<file path="config.mk">
export PLATFORM = sky130hd
export DESIGN_NAME = issue_stage_top
export DESIGN_NICKNAME = d
export VERILOG_FILES = /design/src/rtl/rs_pkg.sv /design/src/rtl/issue_stage_top.sv /design/src/rtl/reservation_station.sv /design/src/rtl/rs_issue_reg.sv /design/src/rtl/rs_pick.sv /design/src/rtl/rs_tag_cam.sv
export VERILOG_INCLUDE_DIRS = /design/src /design/src/rtl
export SDC_FILE = /design/constraint.sdc
export NUM_CORES = 1
export LEC_CHECK = 0
export BUFFER_PORTS_ARGS = -buffer_cell sky130_fd_sc_hd__buf_2
export CAP_MARGIN = 20
export CORE_AREA = 2 2 204 246
export DETAILED_ROUTE_END_ITERATION = 8
export DIE_AREA = 0 0 206 248
export PLACE_DENSITY = 0.52
export SLEW_MARGIN = 20
export SYNTH_ARGS = -nofsm -noshare
export SYNTH_HDL_FRONTEND = slang
export SYNTH_SLANG_ARGS = --single-unit
</file>
<file path="constraint.sdc">
create_clock -name clock -period 5.6 [get_ports clock]
set_input_delay 0 -clock clock [delete_from_list [all_inputs] [get_ports clock]]
set_output_delay 0 -clock clock [all_outputs]
set_load 0.01 [all_outputs]
</file>
<file path="src/rtl/rs_settings.svh">
// ----------------------------------------
// sizes for the station and the tags
// RS_SIZE must be at least 2
// ----------------------------------------

`ifndef RS_SETTINGS_SVH
`define RS_SETTINGS_SVH

// number of reservation station entries
`define RS_SIZE 8

// physical register tag width
`define RS_TAG_BITS 6

// instruction tracking id, passed through to the FUs
`define RS_OPID_BITS 8

`endif

</file>
<file path="src/rtl/rs_pkg.sv">
// ----------------------------------------
// shared types of the issue stage
// widths come from rs_settings.svh
// ----------------------------------------

`default_nettype none

`include "rs_settings.svh"

package rs_pkg;

	// functional unit classes, one issue port each
	typedef enum logic [1:0] {
		alu  = 2'd0,
		mem  = 2'd1,
		mult = 2'd2,
		br   = 2'd3
	} fu_class_e;

	// one issue port for every enum value
	localparam int NUM_CLASS = 2 ** $bits(fu_class_e);

	// ----------------------------------------
	// reservation station row
	typedef struct packed {
		logic                     busy;
		fu_class_e                fu_class;
		logic [`RS_OPID_BITS-1:0] op_id;
		logic [`RS_TAG_BITS-1:0]  dest_tag;
		logic [`RS_TAG_BITS-1:0]  src1_tag;
		logic                     src1_rdy;
		logic [`RS_TAG_BITS-1:0]  src2_tag;
		logic                     src2_rdy;
	} rs_entry_t;

	// common data bus broadcast, no acknowledge
	typedef struct packed {
		logic                    valid;
		logic [`RS_TAG_BITS-1:0] tag;
	} cdb_t;

	// what a functional unit gets on issue
	typedef struct packed {
		logic                     valid;
		logic [`RS_OPID_BITS-1:0] op_id;
		logic [`RS_TAG_BITS-1:0]  dest_tag;
	} issue_t;

endpackage

`default_nettype wire

</file>
<file path="src/rtl/issue_stage_top.sv">
// ----------------------------------------
// issue stage, station plus issue registers
// dispatch to issue valid is 2 cycles at best
// ----------------------------------------

`timescale 1ns/1ps
`default_nettype none

module issue_stage_top (
	input  wire                                    clock,
	input  wire                                    rst,
	input  wire                                    flush,
	input  wire                                    dispatch_valid,
	input  wire rs_pkg::rs_entry_t                 dispatch_entry,
	input  wire rs_pkg::cdb_t                      cdb,
	input  wire  [rs_pkg::NUM_CLASS-1:0]           fu_busy,
	output logic                                   rs_full,
	output rs_pkg::issue_t [rs_pkg::NUM_CLASS-1:0] issue_out
);

	// station to issue register
	logic [rs_pkg::NUM_CLASS-1:0]                   grant_valid;
	rs_pkg::rs_entry_t [rs_pkg::NUM_CLASS-1:0]      grant_entry;

	reservation_station u_rs (
		.clock          (clock),
		.rst            (rst),
		.flush          (flush),
		.dispatch_valid (dispatch_valid),
		.dispatch_entry (dispatch_entry),
		.cdb            (cdb),
		.fu_busy        (fu_busy),
		.rs_full        (rs_full),
		.grant_valid    (grant_valid),
		.grant_entry    (grant_entry)
	);

	rs_issue_reg u_issue (
		.clock       (clock),
		.rst         (rst),
		.flush       (flush),
		.grant_valid (grant_valid),
		.grant_entry (grant_entry),
		.issue_out   (issue_out)
	);

endmodule

`default_nettype wire

</file>
<file path="src/rtl/reservation_station.sv">
// ----------------------------------------
// entry table with wakeup and per-class select
// CDB does not wake an entry dispatched in the same cycle
// dispatcher must hold dispatch_valid low while rs_full
// ----------------------------------------

`timescale 1ns/1ps
`default_nettype none

`include "rs_settings.svh"

module reservation_station (
	input  wire                                            clock,
	input  wire                                            rst,
	input  wire                                            flush,
	input  wire                                            dispatch_valid,
	input  wire rs_pkg::rs_entry_t                         dispatch_entry,
	input  wire rs_pkg::cdb_t                              cdb,
	input  wire  [rs_pkg::NUM_CLASS-1:0]                   fu_busy,
	output logic                                           rs_full,
	output logic [rs_pkg::NUM_CLASS-1:0]                   grant_valid,
	output rs_pkg::rs_entry_t [rs_pkg::NUM_CLASS-1:0]      grant_entry
);

	// registered table and its next state
	rs_pkg::rs_entry_t [`RS_SIZE-1:0] table_q;
	rs_pkg::rs_entry_t [`RS_SIZE-1:0] table_wk;
	rs_pkg::rs_entry_t [`RS_SIZE-1:0] table_d;

	logic [`RS_SIZE-1:0] src1_hit;
	logic [`RS_SIZE-1:0] src2_hit;
	logic [`RS_SIZE-1:0] busy_vec;
	logic [`RS_SIZE-1:0] ready_vec;
	logic [`RS_SIZE-1:0] issued_vec;

	// per class request and grant rows
	logic [rs_pkg::NUM_CLASS-1:0][`RS_SIZE-1:0] cls_req;
	logic [rs_pkg::NUM_CLASS-1:0][`RS_SIZE-1:0] cls_gnt;

	// dispatch slot choice
	logic [`RS_SIZE-1:0] dsp_gnt;
	logic                free_any;
	logic                accept;

	// ----------------------------------------
	// wakeup
	rs_tag_cam u_cam (
		.rs_table (table_q),
		.cdb      (cdb),
		.src1_hit (src1_hit),
		.src2_hit (src2_hit)
	);

	always_comb begin
		for (int i = 0; i < `RS_SIZE; i++) begin
			table_wk[i]          = table_q[i];
			table_wk[i].src1_rdy = table_q[i].src1_rdy | src1_hit[i];
			table_wk[i].src2_rdy = table_q[i].src2_rdy | src2_hit[i];
			busy_vec[i]          = table_q[i].busy;
			// ready sees this cycle's broadcast
			ready_vec[i] = table_wk[i].busy & table_wk[i].src1_rdy & table_wk[i].src2_rdy;
		end
	end

	// ----------------------------------------
	// select, one picker per class
	for (genvar c = 0; c < rs_pkg::NUM_CLASS; c++) begin : g_cls
		always_comb begin
			for (int i = 0; i < `RS_SIZE; i++) begin
				cls_req[c][i] = ready_vec[i] && !fu_busy[c] &&
					(table_wk[i].fu_class == rs_pkg::fu_class_e'(c));
			end
		end

		rs_pick #(.WIDTH(`RS_SIZE)) u_pick (
			.req (cls_req[c]),
			.gnt (cls_gnt[c]),
			.any (grant_valid[c])
		);
	end

	// mux the granted rows out, zero when idle
	always_comb begin
		issued_vec = '0;
		for (int c = 0; c < rs_pkg::NUM_CLASS; c++) begin
			grant_entry[c] = '0;
			issued_vec     = issued_vec | cls_gnt[c];
			for (int i = 0; i < `RS_SIZE; i++) begin
				if (cls_gnt[c][i])
					grant_entry[c] = table_wk[i];
			end
		end
	end

	// ----------------------------------------
	// dispatch into highest free slot
	rs_pick #(.WIDTH(`RS_SIZE)) u_pick_dsp (
		.req (~busy_vec),
		.gnt (dsp_gnt),
		.any (free_any)
	);

	// full comes from the registered table only
	assign rs_full = ~free_any;
	assign accept  = dispatch_valid & ~rs_full;

	always_comb begin
		table_d = table_wk;
		for (int i = 0; i < `RS_SIZE; i++) begin
			// issued rows leave at this edge
			if (issued_vec[i])
				table_d[i].busy = 1'b0;
			// slot is free so it cannot also be issuing
			if (accept && dsp_gnt[i]) begin
				table_d[i]      = dispatch_entry;
				table_d[i].busy = 1'b1;
			end
		end
	end

	// reset and flush free every row
	always_ff @(posedge clock) begin
		if (rst || flush) begin
			for (int i = 0; i < `RS_SIZE; i++)
				table_q[i].busy <= 1'b0;
		end else begin
			table_q <= table_d;
		end
	end

	// ----------------------------------------
	// checks
	a_no_dispatch_full: assert property (
		@(posedge clock) disable iff (rst) !(dispatch_valid && rs_full))
		else $error("dispatch_valid high while rs_full");

	// rows kept after issue plus exactly the new one
	a_no_overwrite: assert property (
		@(posedge clock) disable iff (rst)
		accept && !flush |=>
			$countones(busy_vec) == $past($countones(busy_vec & ~issued_vec)) + 1)
		else $error("dispatch overwrote a busy entry");

endmodule

`default_nettype wire

</file>
<file path="src/rtl/rs_issue_reg.sv">
// ----------------------------------------
// one issue register per FU class
// valid lasts one cycle, payload unreset
// ----------------------------------------

`timescale 1ns/1ps
`default_nettype none

module rs_issue_reg (
	input  wire                                       clock,
	input  wire                                       rst,
	input  wire                                       flush,
	input  wire  [rs_pkg::NUM_CLASS-1:0]              grant_valid,
	input  wire rs_pkg::rs_entry_t [rs_pkg::NUM_CLASS-1:0] grant_entry,
	output rs_pkg::issue_t [rs_pkg::NUM_CLASS-1:0]    issue_out
);

	always_ff @(posedge clock) begin
		// FUs only need the id and the destination
		for (int c = 0; c < rs_pkg::NUM_CLASS; c++) begin
			issue_out[c].op_id    <= grant_entry[c].op_id;
			issue_out[c].dest_tag <= grant_entry[c].dest_tag;
		end
		if (rst || flush) begin
			for (int c = 0; c < rs_pkg::NUM_CLASS; c++)
				issue_out[c].valid <= 1'b0;
		end else begin
			// idle or busy class loads valid low
			for (int c = 0; c < rs_pkg::NUM_CLASS; c++)
				issue_out[c].valid <= grant_valid[c];
		end
	end

endmodule

`default_nettype wire

</file>
<file path="src/rtl/rs_pick.sv">
// ----------------------------------------
// fixed priority picker, highest index wins
// grant is one-hot or zero
// ----------------------------------------

`timescale 1ns/1ps
`default_nettype none

`include "rs_settings.svh"

module rs_pick #(
	parameter int WIDTH = `RS_SIZE
) (
	input  wire  [WIDTH-1:0] req,
	output logic [WIDTH-1:0] gnt,
	output logic             any
);

	// scan down from the top bit
	always_comb begin : scan
		logic seen;
		seen = 1'b0;
		for (int i = WIDTH - 1; i >= 0; i--) begin
			// a request above this bit blocks it
			gnt[i] = req[i] & ~seen;
			seen = seen | req[i];
		end
	end

	assign any = |req;

	// one row at most, one that asked, and no request above it
	always_comb begin
		assert ($onehot0(gnt) && ((gnt & ~req) == '0) &&
				((req & ~((gnt << 1) - WIDTH'(1))) == '0))
			else $error("rs_pick: bad grant %b for req %b", gnt, req);
	end

endmodule

`default_nettype wire

</file>
<file path="src/rtl/rs_tag_cam.sv">
// ----------------------------------------
// CDB tag match against both sources
// only busy entries can hit
// ----------------------------------------

`timescale 1ns/1ps
`default_nettype none

`include "rs_settings.svh"

module rs_tag_cam (
	input  wire rs_pkg::rs_entry_t [`RS_SIZE-1:0] rs_table,
	input  wire rs_pkg::cdb_t                     cdb,
	output logic [`RS_SIZE-1:0]                   src1_hit,
	output logic [`RS_SIZE-1:0]                   src2_hit
);

	// one comparator pair per row
	always_comb begin
		src1_hit = '0;
		src2_hit = '0;
		if (cdb.valid) begin
			for (int i = 0; i < `RS_SIZE; i++) begin
				// free rows keep stale tags, ignore them
				src1_hit[i] = rs_table[i].busy && (rs_table[i].src1_tag == cdb.tag);
				src2_hit[i] = rs_table[i].busy && (rs_table[i].src2_tag == cdb.tag);
			end
		end
	end

endmodule

`default_nettype wire

</file>
Yosys cells after proc, flatten, opt, wreduce, memory -nomap -nowiden
Cells that the tools add are included.
- bits in registers: 308
- bits in latches: 0
- RAM bits: 0
- ROM bits: 0
- input bits: 46
- output and inout port bits: 61
- logic and storage cells: 427
- memories kept: 0
- add/sub/neg operators: 0
- multipliers: 0
- div/mod/pow operators: 0
- $lt $le $gt $ge: 0
- equality and inequality tests: 40
- shifts and indexed selects: 0
- mux-type cells: 50
- bitwise gates (word level): 139
- reductions and logical operators: 122
- operator list (cell ; count):
    28-bit 2-to-1 mux ; 32
    31-bit 2-to-1 mux ; 8
    6-bit == test ; 16
    1-bit logical AND ; 88
    1-bit bitwise AND ; 52
    1-bit OR ; 46
    8-bit OR reduction ; 5
    1-bit NOT ; 37
    2-bit == test (second input constant) ; 16
    8-bit OR ; 3
    2-bit by 1-bit == test with 1-bit output (second input constant) ; 8
    2-bit logical NOT ; 8
    8-bit 2-to-1 mux ; 2
    2-bit AND reduction ; 8
    2-bit nonzero test ; 8
    1-bit 2-to-1 mux ; 8
    8-bit NOT ; 1
    1-bit logical NOT ; 4
    1-bit logical OR ; 1

Logic depth before layout (Yosys ltp)
Gate-level depths: netlist of run 1.
- word-level depth: 24
- gate-level depth with buffers: 12
- gate-level depth less buffers: 8

Hierarchy
From an unflattened synthesis of run 1, not the netlist that was laid out.
- cell total of the unflattened synthesis: 1982
- area total of the unflattened synthesis: 19757.7 um2
- modules (own cells, without submodules) (module ; instances ; cells an instance ; area each (um2) ; sequential area each (um2)):
    reservation_station ; 1 ; 1710 ; 16847.4 ; 7367.1
    rs_issue_reg ; 1 ; 64 ; 1231.2 ; 1201.2
    rs_tag_cam ; 1 ; 148 ; 1172.4 ; 0.0
    rs_pick ; 5 ; 12 ; 101.3 ; 0.0

Least setup slack after synthesis of run 1
No wires, ideal clock.
- kind: register to register
- start: reg u_rs.table_q (netlist bit u_rs.busy_vec[5])
- end: reg u_rs.table_q[63] (netlist bit), enable pin
- setup time: 0.450 ns
- arrival time: 2.995 ns
- required time: 5.150 ns
- slack: 2.155 ns
- stages on the path, launching flop included: 6
- buffers on the path: 1
- period minus slack after synthesis: 3.445 ns
- cells stage by stage: dfxtp_1 > clkbuf_1 > nand2_1 > nor2_1 > nand3_1 > nor3_1
- longest elaborated chain between the ends: 8
- elaborated cells on any way between the ends: 10
- those cells by class: bitwise: 7; reduce/logical: 3
- ends and longest elaborated chain (what ; line ; text):
    from (decl) ; reservation_station.sv:26 ; rs_pkg::rs_entry_t [`RS_SIZE-1:0] table_q;
    from (signal assigned) ; reservation_station.sv:127 ; table_q <= table_d;
    8-bit NOT (*) ; reservation_station.sv:98 ; .req (~busy_vec),
    1-bit OR (3 in series) ; rs_pick.sv:26 ; seen = seen | req[i];
    1-bit NOT ; rs_pick.sv:25 ; gnt[i] = req[i] & ~seen;
    1-bit bitwise AND ; rs_pick.sv:25 ;
    1-bit logical AND (*) ; reservation_station.sv:114 ; if (accept && dsp_gnt[i]) begin
    2-bit AND reduction (no line) (*) ; -- ;
Every way passes the cells marked *; elsewhere a longest branch is shown, timed or not.
A chain may end at the register's enable or synchronous reset.

==> metrics, run 1 <==
syn nets 1277; Leak 6.21 nW; relative slew slack 22.1%; Post-CTS Setup Inserts 0; vias between 10000 and 15000; grt total ovfl 0; Clock Power Share 46.5%; final wirelength 55100 um; share of post-route cells with drive strength above 1 18.2%; placement-stage cell area 0.0162 sq mm; Tot Pwr 4.98 mW; Die X 206 um; Longest Clk Path Bufs 3; Max Freq 0.249 GHz; Synth Flop Type edfxtp_1; Post-synth EDFFs 240; Hold WS 115 ps; fin crit period approximately 4000 ps; CTS tree built; Core Box Area 0.0488 sq mm; Vias/cell 5.91; Slew Limit Fails 0; Sw Share about a fifth; RR Endpoint u_issue.issue_out[58]$_DFF_P_; r2r worst-path depth 8; CTS clock-pin slew for the worst setup and hold paths 60 ps; die area 0.0511 sq mm; P&R area growth vs syn 18.3%; Gate Count Post-Synth 1231; final instance area 0.0177 sq mm; CTS buffer count 36; FFs w/ async S/R, synth 0%; clk_lat worst skew roughly 550 ps; sequential fraction of the synthesis area 57.4%; drt pass-1 iters 6; Pwr per Cell Area approximately 280 mW/mm^2; most frequent cell after synthesis edfxtp_1; Global Route Usage Sum between 20% and 30%; CTS Root Cell clkbuf_16; busiest grt layer met2; Netlist cell types 86; synthesized area per cell ~12 sq um; Syn Std Cell Area 0.0149 sq mm; Final Wtd Congestion 0.958; grt met2 use 34.3%; Die Y 248 um; Detail Placement HPWL 37100 um; Fin. Hold Viols 0; Reg area 0.00857 sq mm; I/O pin cnt 107; first-pass GRT wire length 78900 um; area of the multi-input gates 0.00594 sq mm; Setup crit start kind flip-flop; Synth top area share 48.3%; Starting Density between 30 and 40%; top post-synthesis cells by count edfxtp_1, xor2_1, dfxtp_1; vias in the first global route around 12000; Fin Clk Skew between 30 and 40 ps; post-route antenna net violation count 0; antenna violations before repair 1; largest net degree at the start of global routing 33; Req. time, crit path 6000 ps; met1 usage 27.0%; nets 1409; TNS Setup 0 ps; crit path kind reg2reg; status finished, final reports clean; Ys Warns 0; Post-CTS Resized 0; Worst Hold Class in2reg; Comb pwr share 3.5%; antenna cells 0; post-route clock period utilization 71.8%; Setup-failing EPs final 0; RSZ-0062 raised after global routing no; DRC Markers 0; Crit Path Max Fanout 10; Hold Crit Start fu_busy[2]; register share of total power 49.9%; post-DR wirelength/cell roughly 27 um; worst slew pin tran 1160 ps; hold path depth 4; fill count between 4000 and 5000; cell taking the most area after synthesis edfxtp_1; MaxCap Viol Count 0; DR iter-0 viols 1393; Worst setup EP type flip-flop; Rows 89; CP arrival 4420 ps; reg2reg start u_rs.busy_vec[3]$_SDFFE_PP0P_; top area cells in the synthesized netlist edfxtp_1, dfxtp_1, xor2_1; clock sink total 308; met3 Usage GRT about 3.5%; H-tree Lvls 2; Min-Delay Endpoint u_issue.issue_out[44]$_SDFF_PP0_; Max IR drop VDD 0.216 mV; number of port buffers 105; Seq cells post-synth 308; Worst R2R Setup Slack ~1600 ps; Switch Pwr 1.07 mW; Pint 3.92 mW
## layout make-up
class	instances	area share [%]
flip-flops and latches	308	48.5
multi-input cells	827	33.6
repair buffers	175	6.50
inverters	15	0.319
clock inverters	15	0.737
well taps	637	4.51
clock buffers	48	5.82
## worst max path at each step
stage / from / end / slack (ps) / cells after the start
finish: u_rs.busy_vec[3]$_SDFFE_PP0P_ / u_issue.issue_out[58]$_DFF_P_ / 1580 / 8
global route: u_rs.table_q[160]$_DFFE_PP_ / u_issue.issue_out[43]$_DFF_P_ / 1520 / 9
CTS: u_rs.busy_vec[3]$_SDFFE_PP0P_ / u_issue.issue_out[58]$_DFF_P_ / 1620 / 8
detailed placement: cdb[4] / u_issue.issue_out[58]$_DFF_P_ / 1590 / 9
global placement: cdb[3] / u_issue.issue_out[58]$_DFF_P_ / 1590 / 9
floorplan: u_rs.busy_vec[5]$_SDFFE_PP0P_ / u_rs.table_q[63]$_DFFE_PP_ / 2150 / 5
## state kept, by name, summed over array words and instances, names as in the netlist
register / count
u_issue.issue_out: 60
u_rs.busy_vec: 8
u_rs.table_q: 240
## worst max-delay path, stage by stage (launching register included)
cell,delay [ps]
dfxtp_1,590
nand2_1,120
nor4_1,320
a22oi_1,280
or4_1,860
nor3_2,810
nand3_2,380
nand2_1,310
o41ai_1,170
## cell families (layout without fill, tap and decap cells)
kind of cell,after synthesis,in the layout,synth area share (%)
AOI/OAI and AO/OA,381,381,19.8
and+or+nand+nor,339,339,12.9
muxes,11,11,0.754
DFF,308,308,57.4
xor gates and xnor gates,96,96,5.68
buffers and inverters,96,253,3.48
## layer usage
| metal | part of all wire [%] | vias up |
|---|---|---|
| met5 | 0.016 | - |
| met4 | 6.0 | 2 |
| met3 | 8.2 | 197 |
| met2 | 46 | 772 |
| met1 | 40 | 5818 |
| li1 | - | 5178 |
## cells in the final DEF (no fill, tap or decap), types with 14 or more instances in the layout
master         netlist  routed
a22o_1              14      14
xnor2_1             19      19
nor3_1              45      41
dlygate4sd3_1        0      31
nand3_1             39      39
and3_1              15      15
nor2_1              66      61
inv_1               15      15
a22oi_1             65      65
o211ai_1            37      37
edfxtp_1           240     240
nand2_1             64      64
buf_2               16     105
dfxtp_1             68      68
o21ai_0             36      36
xor2_1              76      76
buf_4                2      38
a21oi_1             40      40
a221oi_1            26      26
a221o_1             28      28
or3_1               14      14
o221ai_1            26      26
clkbuf_16            0      38
## through the flow
stage | setup slack, ps | util (%) | std cells
after floorplan | 2150 | - | 1231
after global placement | 1590 | 33.1 | 1930
after global routing | 1520 | 36.2 | 2025
final | 1580 | 36.2 | 2025
after CTS | 1620 | 36.2 | 2024
after detailed placement | 1590 | 33.1 | 1930
## power groups by stage
| stage | sequential, mW | combinational (mW) | clock (mW) |
|---|---|---|---|
| floorplan | 2.53 | 0.0918 | 0 |
| global placement | 2.54 | 0.158 | 0 |
| detailed placement | 2.54 | 0.161 | 0 |
| CTS | 2.49 | 0.179 | 2.36 |
| global route | 2.49 | 0.191 | 2.45 |
| finish | 2.49 | 0.177 | 2.32 |
## timing repair
item,in CTS,in global routing
endpoints found under the setup margin,0,0
hold endpoints to repair,229,0
hold buffers,31,0
Power figures use the tool's default switching activity.
==> inputs of run 2 (changes only) <==
ABC_AREA = 1   (was unset)
CORE_AREA = 2 2 207 249   (was 2 2 204 246)
DIE_AREA = 0 0 209 251   (was 0 0 206 248)
PLACE_DENSITY = 0.54   (was 0.52)
clock period = 3.5 ns   (was 5.6 ns; I/O delays follow)
==> metrics, run 2 <==
number of port buffers 105 (unchanged); Setup crit start kind flip-flop (unchanged); CTS Root Cell clkbuf_16 (unchanged); CP max stage delay 770 ps (was 860 ps); die area 0.0525 sq mm (was 0.0511 sq mm); Syn Std Cell Area 0.0154 sq mm (was 0.0149 sq mm); largest net degree at the start of global routing 47 (was 33); antenna violations before repair 1 (unchanged); Setup crit start u_rs.table_q[198]$_DFFE_PP_ (was u_rs.busy_vec[3]$_SDFFE_PP0P_); CP arrival 3510 ps (was 4420 ps); Global Route Usage Sum 20.3% (was 21.3%); DR iter-0 viols 1385 (was 1393); Gate Count Post-Synth 1679 (was 1231); CP delay by family, top simple AND/OR/NAND/NOR gates (unchanged); relative slew slack 35.4% (was 22.1%); status finished, final reports clean (unchanged); Fin. Hold Viols 0 (unchanged); post-DR wirelength/cell 21.6 um (was 27.2 um); Core Box Area 0.0501 sq mm (was 0.0488 sq mm); commonest cells after routing, fill and taps aside nand2_1, edfxtp_1, nand4_1 (was edfxtp_1, buf_2, xor2_1); Detail Placement HPWL 36200 um (was 37100 um); DRC Markers 0 (unchanged); RSZ-0062 raised after global routing no (unchanged); Post-synth EDFFs 240 (unchanged); Critical Path, Cell by Cell inv_1, nand2_1, nand2_1, nor2_1, nand3_1, nand2_1, nand4_1, nand2_1, nor2_4, nand2_2, nor2_1, nor2_1, nand3_1 (was nand2_1, nor4_1, a22oi_1, or4_1, nor3_2, nand3_2, nand2_1, o41ai_1); crit path buf inv count 1 (was 0); clock sink total 308 (unchanged); Req. time, crit path 3990 ps (was 6000 ps); simple-gate portion of the synthesized area 30.1% (was 12.9%); Fin Clk Skew 30.5 ps (was 32.8 ps); max reg flops 240 (unchanged); drt pass-1 iters 7 (was 6); Synth Flop Type edfxtp_1 (unchanged); Die Y 251 um (was 248 um); I/O pin cnt 107 (unchanged); P&R area growth vs syn 18.4% (was 18.3%); Final Wtd Congestion 0.871 (was 0.958); top post-synthesis cells by count nand2_1, edfxtp_1, nand4_1 (was edfxtp_1, xor2_1, dfxtp_1); slowest CP cell nor2_4 (was or4_1); CTS buffer count 37 (was 36); Max Freq 0.332 GHz (was 0.249 GHz); syn nets 1725 (was 1277); Setup-failing EPs final 0 (unchanged); Worst setup EP type flip-flop (unchanged); crit path kind reg2reg (unchanged); register name with the most flops u_rs.table_q (unchanged); Rows 90 (was 89); CTS tree built (unchanged); post-route clock period utilization 86.1% (was 71.8%); Worst Hold Class in2reg (unchanged); Post-CTS Setup Inserts 0 (unchanged); Seq cells post-synth 308 (unchanged); clk_lat worst skew 560 ps (was 550 ps); first-pass GRT wire length 80100 um (was 78900 um); Synth top area share 46.9% (was 48.3%); Hold Crit Start flush (was fu_busy[2]); cell taking the most area after synthesis edfxtp_1 (unchanged); largest family of logic cells by synthesized area simple AND/OR/NAND/NOR gates (was compound AO/OA/AOI/OAI gates); CP most frequent cell nand2_1 (unchanged); H-tree Lvls 2 (unchanged); Longest Clk Path Bufs 3 (unchanged); Post-Synth XOR/XNOR Area 1.20% (was 5.68%); Slew Limit Fails 0 (unchanged); vias 13400 (was 12000); Pwr per Cell Area 448 mW/mm^2 (was 282 mW/mm^2); MaxCap Viol Count 0 (unchanged); sequential fraction of the synthesis area 55.8% (was 57.4%); grt total ovfl 0 (unchanged); Crit Path Max Fanout 43 (was 10); Vias/cell 5.39 (was 5.91); antenna cells 0 (unchanged); Netlist cell types 45 (was 86); synthesized area per cell 9.15 sq um (was 12.1 sq um); Die X 209 um (was 206 um); nets 1861 (was 1409); Starting Density 30.7% (was 30.6%); most common cell after layout, fill and taps aside nand2_1 (was edfxtp_1); post-route antenna net violation count 0 (unchanged); Max IR drop VDD 0.331 mV (was 0.216 mV); Ys Warns 0 (unchanged); worst slew pin tran 967 ps (was 1160 ps); post-synthesis mux area share 0% (was 0.754%); vias in the first global route 13000 (was 11700); TNS Setup 0 ps (unchanged); Leak 7.27 nW (was 6.21 nW); most frequent cell after synthesis nand2_1 (was edfxtp_1); post-layout util 36.3% (was 36.2%); final wirelength 53700 um (was 55100 um); share of post-route cells with drive strength above 1 15.4% (was 18.2%); FFs w/ async S/R, synth 0% (unchanged); fin crit period 3010 ps (was 4020 ps); Synth Area in Adders 0% (unchanged); reg2reg start u_rs.table_q[198]$_DFFE_PP_ (was u_rs.busy_vec[3]$_SDFFE_PP0P_); Compound-Gate Fraction of Synth Area 5.53% (was 19.8%); CTS clock-pin slew for the worst setup and hold paths 60 ps (about the same); top area cells in the synthesized netlist edfxtp_1, nand4_1, dfxtp_1 (was edfxtp_1, dfxtp_1, xor2_1)
==> run 2: area by class of cell <==
cell class / count / area (sq um)
fill: 4964 / 31900
timing repair buffer: 187 / 1290
inverter: 156 / 588
multi-input combinational: 1125 / 5730
sequential: 308 / 8570
tap: 644 / 806
clock inverter: 16 / 161
clock buffer: 51 / 1050
==> run 2: routing by layer <==
metal	global-route usage (%)	share of wire, %	up-vias
met5	0	0	-
li1	-	-	6178
met4	9.31	4.2	0
met2	35.2	49	598
met3	3.01	6.4	149
met1	25.0	41	6470
==> run 2: timing repair <==
| item | CTS | global route |
|---|---|---|
| hold endpoints to repair | 240 | 0 |
| gates resized for setup | 0 | 0 |
| hold buffers | 31 | 0 |
==> run 2: cell families after synthesis <==
family | count (synthesis)
AO/OA/AOI/OAI | 151
buffers and inverters | 246
AND/OR/NAND/NOR | 953
flip-flops | 308
XOR/XNOR | 21
==> run 2: per-stage QoR <==
stage	power, mW	hold slack (ps)	setup slack, ps	area [sq um]	std cells
after global routing	8.40	24.8	221	18200	2487
after detailed placement	4.32	285	333	16700	2389
after CTS	8.25	1.67	477	18200	2487
after floorplan	4.19	98.9	201	15400	1679
final	8.16	8.26	487	18200	2487
after global placement	4.31	278	382	16700	2389
==> run 2: path summary, 6_finish.rpt <==
check / endpoint / slack (ps) / cells after the start
hold reg to reg: u_issue.issue_out[5]$_DFF_P_ / 550 / 2
setup reg to reg: u_issue.issue_out[9]$_DFF_P_ / 490 / 13
hold / removal: u_rs.table_q[193]$_DFFE_PN_ / 8 / 3
setup / recovery: u_issue.issue_out[9]$_DFF_P_ / 490 / 13
==> run 2: worst reg2reg max path: cells and delay by family (launching register included) <==
family	cells	cell delay, ps
flops	1	390
simple gates	12	2490
buf+inv	1	60
==> run 2: where the power goes <==
part | switching (mW) | internal [mW]
combinational | 0.201 | 0.0920
sequential | 0.0122 | 3.96
clock | 1.56 | 2.33
==> inputs of run 3 (changes only) <==
PLACE_DENSITY = unset   (was 0.54)
PLACE_DENSITY_LB_ADDON = 0.08   (was unset)
==> metrics, run 3 (same netlist as run 2, synthesis figures left out) <==
post-route antenna net violation count 0 (unchanged); RSZ-0062 raised after global routing no (unchanged); CTS buffer count 38 (was 37); setup slack after layout 549 ps (was 487 ps); Die Y 251 um (unchanged); Max IR drop VDD 0.370 mV (was 0.331 mV); Setup crit start kind flip-flop (unchanged); Clock Power Share 49.1% (was 47.7%); largest net degree at the start of global routing 47 (unchanged); register name with the most flops u_rs.table_q (unchanged); number of port buffers 105 (unchanged); vias in the first global route 12800 (was 13000); busiest grt layer met2 (unchanged); Pint 6.59 mW (was 6.39 mW); TNS Setup 0 ps (unchanged); final wirelength 57600 um (was 53700 um); Req. time, crit path 3950 ps (was 3990 ps); clock sink total 308 (unchanged); Crit Path Max Fanout 10 (was 43); Comb pwr share 3.6% (about the same); relative slew slack 32.9% (was 35.4%); Starting Density 30.7% (unchanged); Global Route Usage Sum 21.8% (was 20.3%); antenna violations before repair 1 (unchanged); max reg flops 240 (unchanged); Die X 209 um (unchanged); share of post-route cells with drive strength above 1 16.8% (was 15.4%); Switch Pwr 1.82 mW (was 1.77 mW); fill count 5037 (was 4964); Detail Placement HPWL 40100 um (was 36200 um); met3 Usage GRT 3.16% (was 3.01%); antenna cells 0 (unchanged); CTS tree built (unchanged); crit path kind reg2reg (unchanged); Fin Clk Skew 20.5 ps (was 30.5 ps); commonest cells after routing, fill and taps aside nand2_1, edfxtp_1, nand4_1 (unchanged); Longest Clk Path Bufs 3 (unchanged); post-route clock period utilization 84.3% (was 86.1%); most common cell after layout, fill and taps aside nand2_1 (unchanged); DR iter-0 viols 1141 (was 1385); Worst Hold Class in2reg (unchanged); vias 13200 (was 13400); grt total ovfl 0 (unchanged); Final Wtd Congestion 0.835 (was 0.871); CP arrival 3400 ps (was 3510 ps); fin crit period 2950 ps (was 3010 ps); Leak 7.47 nW (was 7.27 nW); Critical Path, Cell by Cell nand2_1, inv_1, o21ai_1, nor2_1, nand2_1, o21bai_2, nand4_1, nor2_1, buf_4, nor3_1, a31o_2 (was inv_1, nand2_1, nand2_1, nor2_1, nand3_1, nand2_1, nand4_1, nand2_1, nor2_4, nand2_2, nor2_1, nor2_1, nand3_1); grt met2 use 39.5% (was 35.2%); P&R area growth vs syn 20.6% (was 18.4%); slowest CP cell nor2_1 (was nor2_4); CP max stage delay 770 ps (about the same); met1 usage 25.4% (was 25.0%); CTS Root Cell clkbuf_16 (unchanged); Post-CTS Setup Inserts 0 (unchanged); Max Freq 0.339 GHz (was 0.332 GHz); Vias/cell 5.26 (was 5.39); pre-CTS setup slack 502 ps (was 333 ps); Rows 90 (unchanged); Hold WS 29.9 ps (was 8.26 ps); drt pass-1 iters 6 (was 7); nets 1888 (was 1861); Core Box Area 0.0501 sq mm (unchanged); I/O pin cnt 107 (unchanged); Slew Limit Fails 0 (unchanged); CTS clock-pin slew for the worst setup and hold paths 60 ps (about the same); H-tree Lvls 2 (unchanged); Worst setup EP type flip-flop (unchanged); Sw Share 21.6% (was 21.7%); Fin. Hold Viols 0 (unchanged); Pwr per Cell Area 454 mW/mm^2 (was 448 mW/mm^2); status finished, final reports clean (unchanged); worst slew pin tran 1000 ps (was 967 ps); DRC Markers 0 (unchanged); first-pass GRT wire length 83900 um (was 80100 um); register share of total power 47.2% (was 48.7%); clk_lat worst skew 560 ps (about the same); post-DR wirelength/cell 22.9 um (was 21.6 um); Setup-failing EPs final 0 (unchanged); die area 0.0525 sq mm (unchanged); MaxCap Viol Count 0 (unchanged)
[run 3: what timing repair did]
action                                 4_1_cts  5_1_grt
resized for setup                            0        0
hold buffers                                31        0
endpoints found under the hold margin      235        0
[run 3: worst paths after layout]
check,start,endpoint,slack [ps],cells after the start
setup / recovery,u_rs.busy_vec[5]$_SDFFE_PP0P_,u_rs.busy_vec[5]$_SDFFE_PP0P_,550,11
hold / removal,flush,u_rs.table_q[224]$_DFFE_PN_,30,3
setup reg to reg,u_rs.busy_vec[5]$_SDFFE_PP0P_,u_rs.busy_vec[5]$_SDFFE_PP0P_,550,11
hold reg to reg,u_rs.table_q[140]$_DFFE_PP_,u_issue.issue_out[2]$_DFF_P_,550,2
[run 3: power groups by stage]
| stage | logic, mW | registers (mW) | clock network, mW |
|---|---|---|---|
| 2_1_floorplan | 0.141 | 4.05 | 0 |
| 3_3_place_gp | 0.286 | 4.05 | 0 |
| 5_1_grt | 0.338 | 3.97 | 4.38 |
| 3_5_place_dp | 0.287 | 4.05 | 0 |
| 6_report | 0.307 | 3.97 | 4.13 |
| 4_1_cts | 0.314 | 3.97 | 4.25 |
[run 3: final cells by class]
cell class / count / area (sq um) / share of cell area [%]
clock buffer: 52 / 1190 / 6.44
clock inverter: 16 / 129 / 0.696
inverter: 156 / 588 / 3.17
multi-input combinational: 1125 / 5730 / 30.9
sequential: 308 / 8570 / 46.3
tap: 644 / 806 / 4.35
timing repair buffer: 213 / 1510 / 8.17
[run 3: stage by stage]
step | utilization, % | cell area [sq um] | power (mW) | cells
after global placement | 33.7 | 16900 | 4.34 | 2413
after detailed placement | 33.7 | 16900 | 4.34 | 2413
after CTS | 36.9 | 18500 | 8.53 | 2512
after floorplan | - | 15400 | 4.19 | 1679
after global routing | 37.0 | 18500 | 8.69 | 2514
final | 37.0 | 18500 | 8.41 | 2514
[run 3: routing by layer]
layer  routed length, um  vias to the layer above
li1                    -                     6244
met1               22700                     6375
met2               29400                      459
met3                2950                      139
met4                2540                        2
met5                  12                        -
[run 3: worst max-delay path: cells and delay by family, from the launching register on]
family	cells	cell delay [ps]
flops	1	460
buf+inv	2	510
compound gates	3	560
simple gates	6	1320
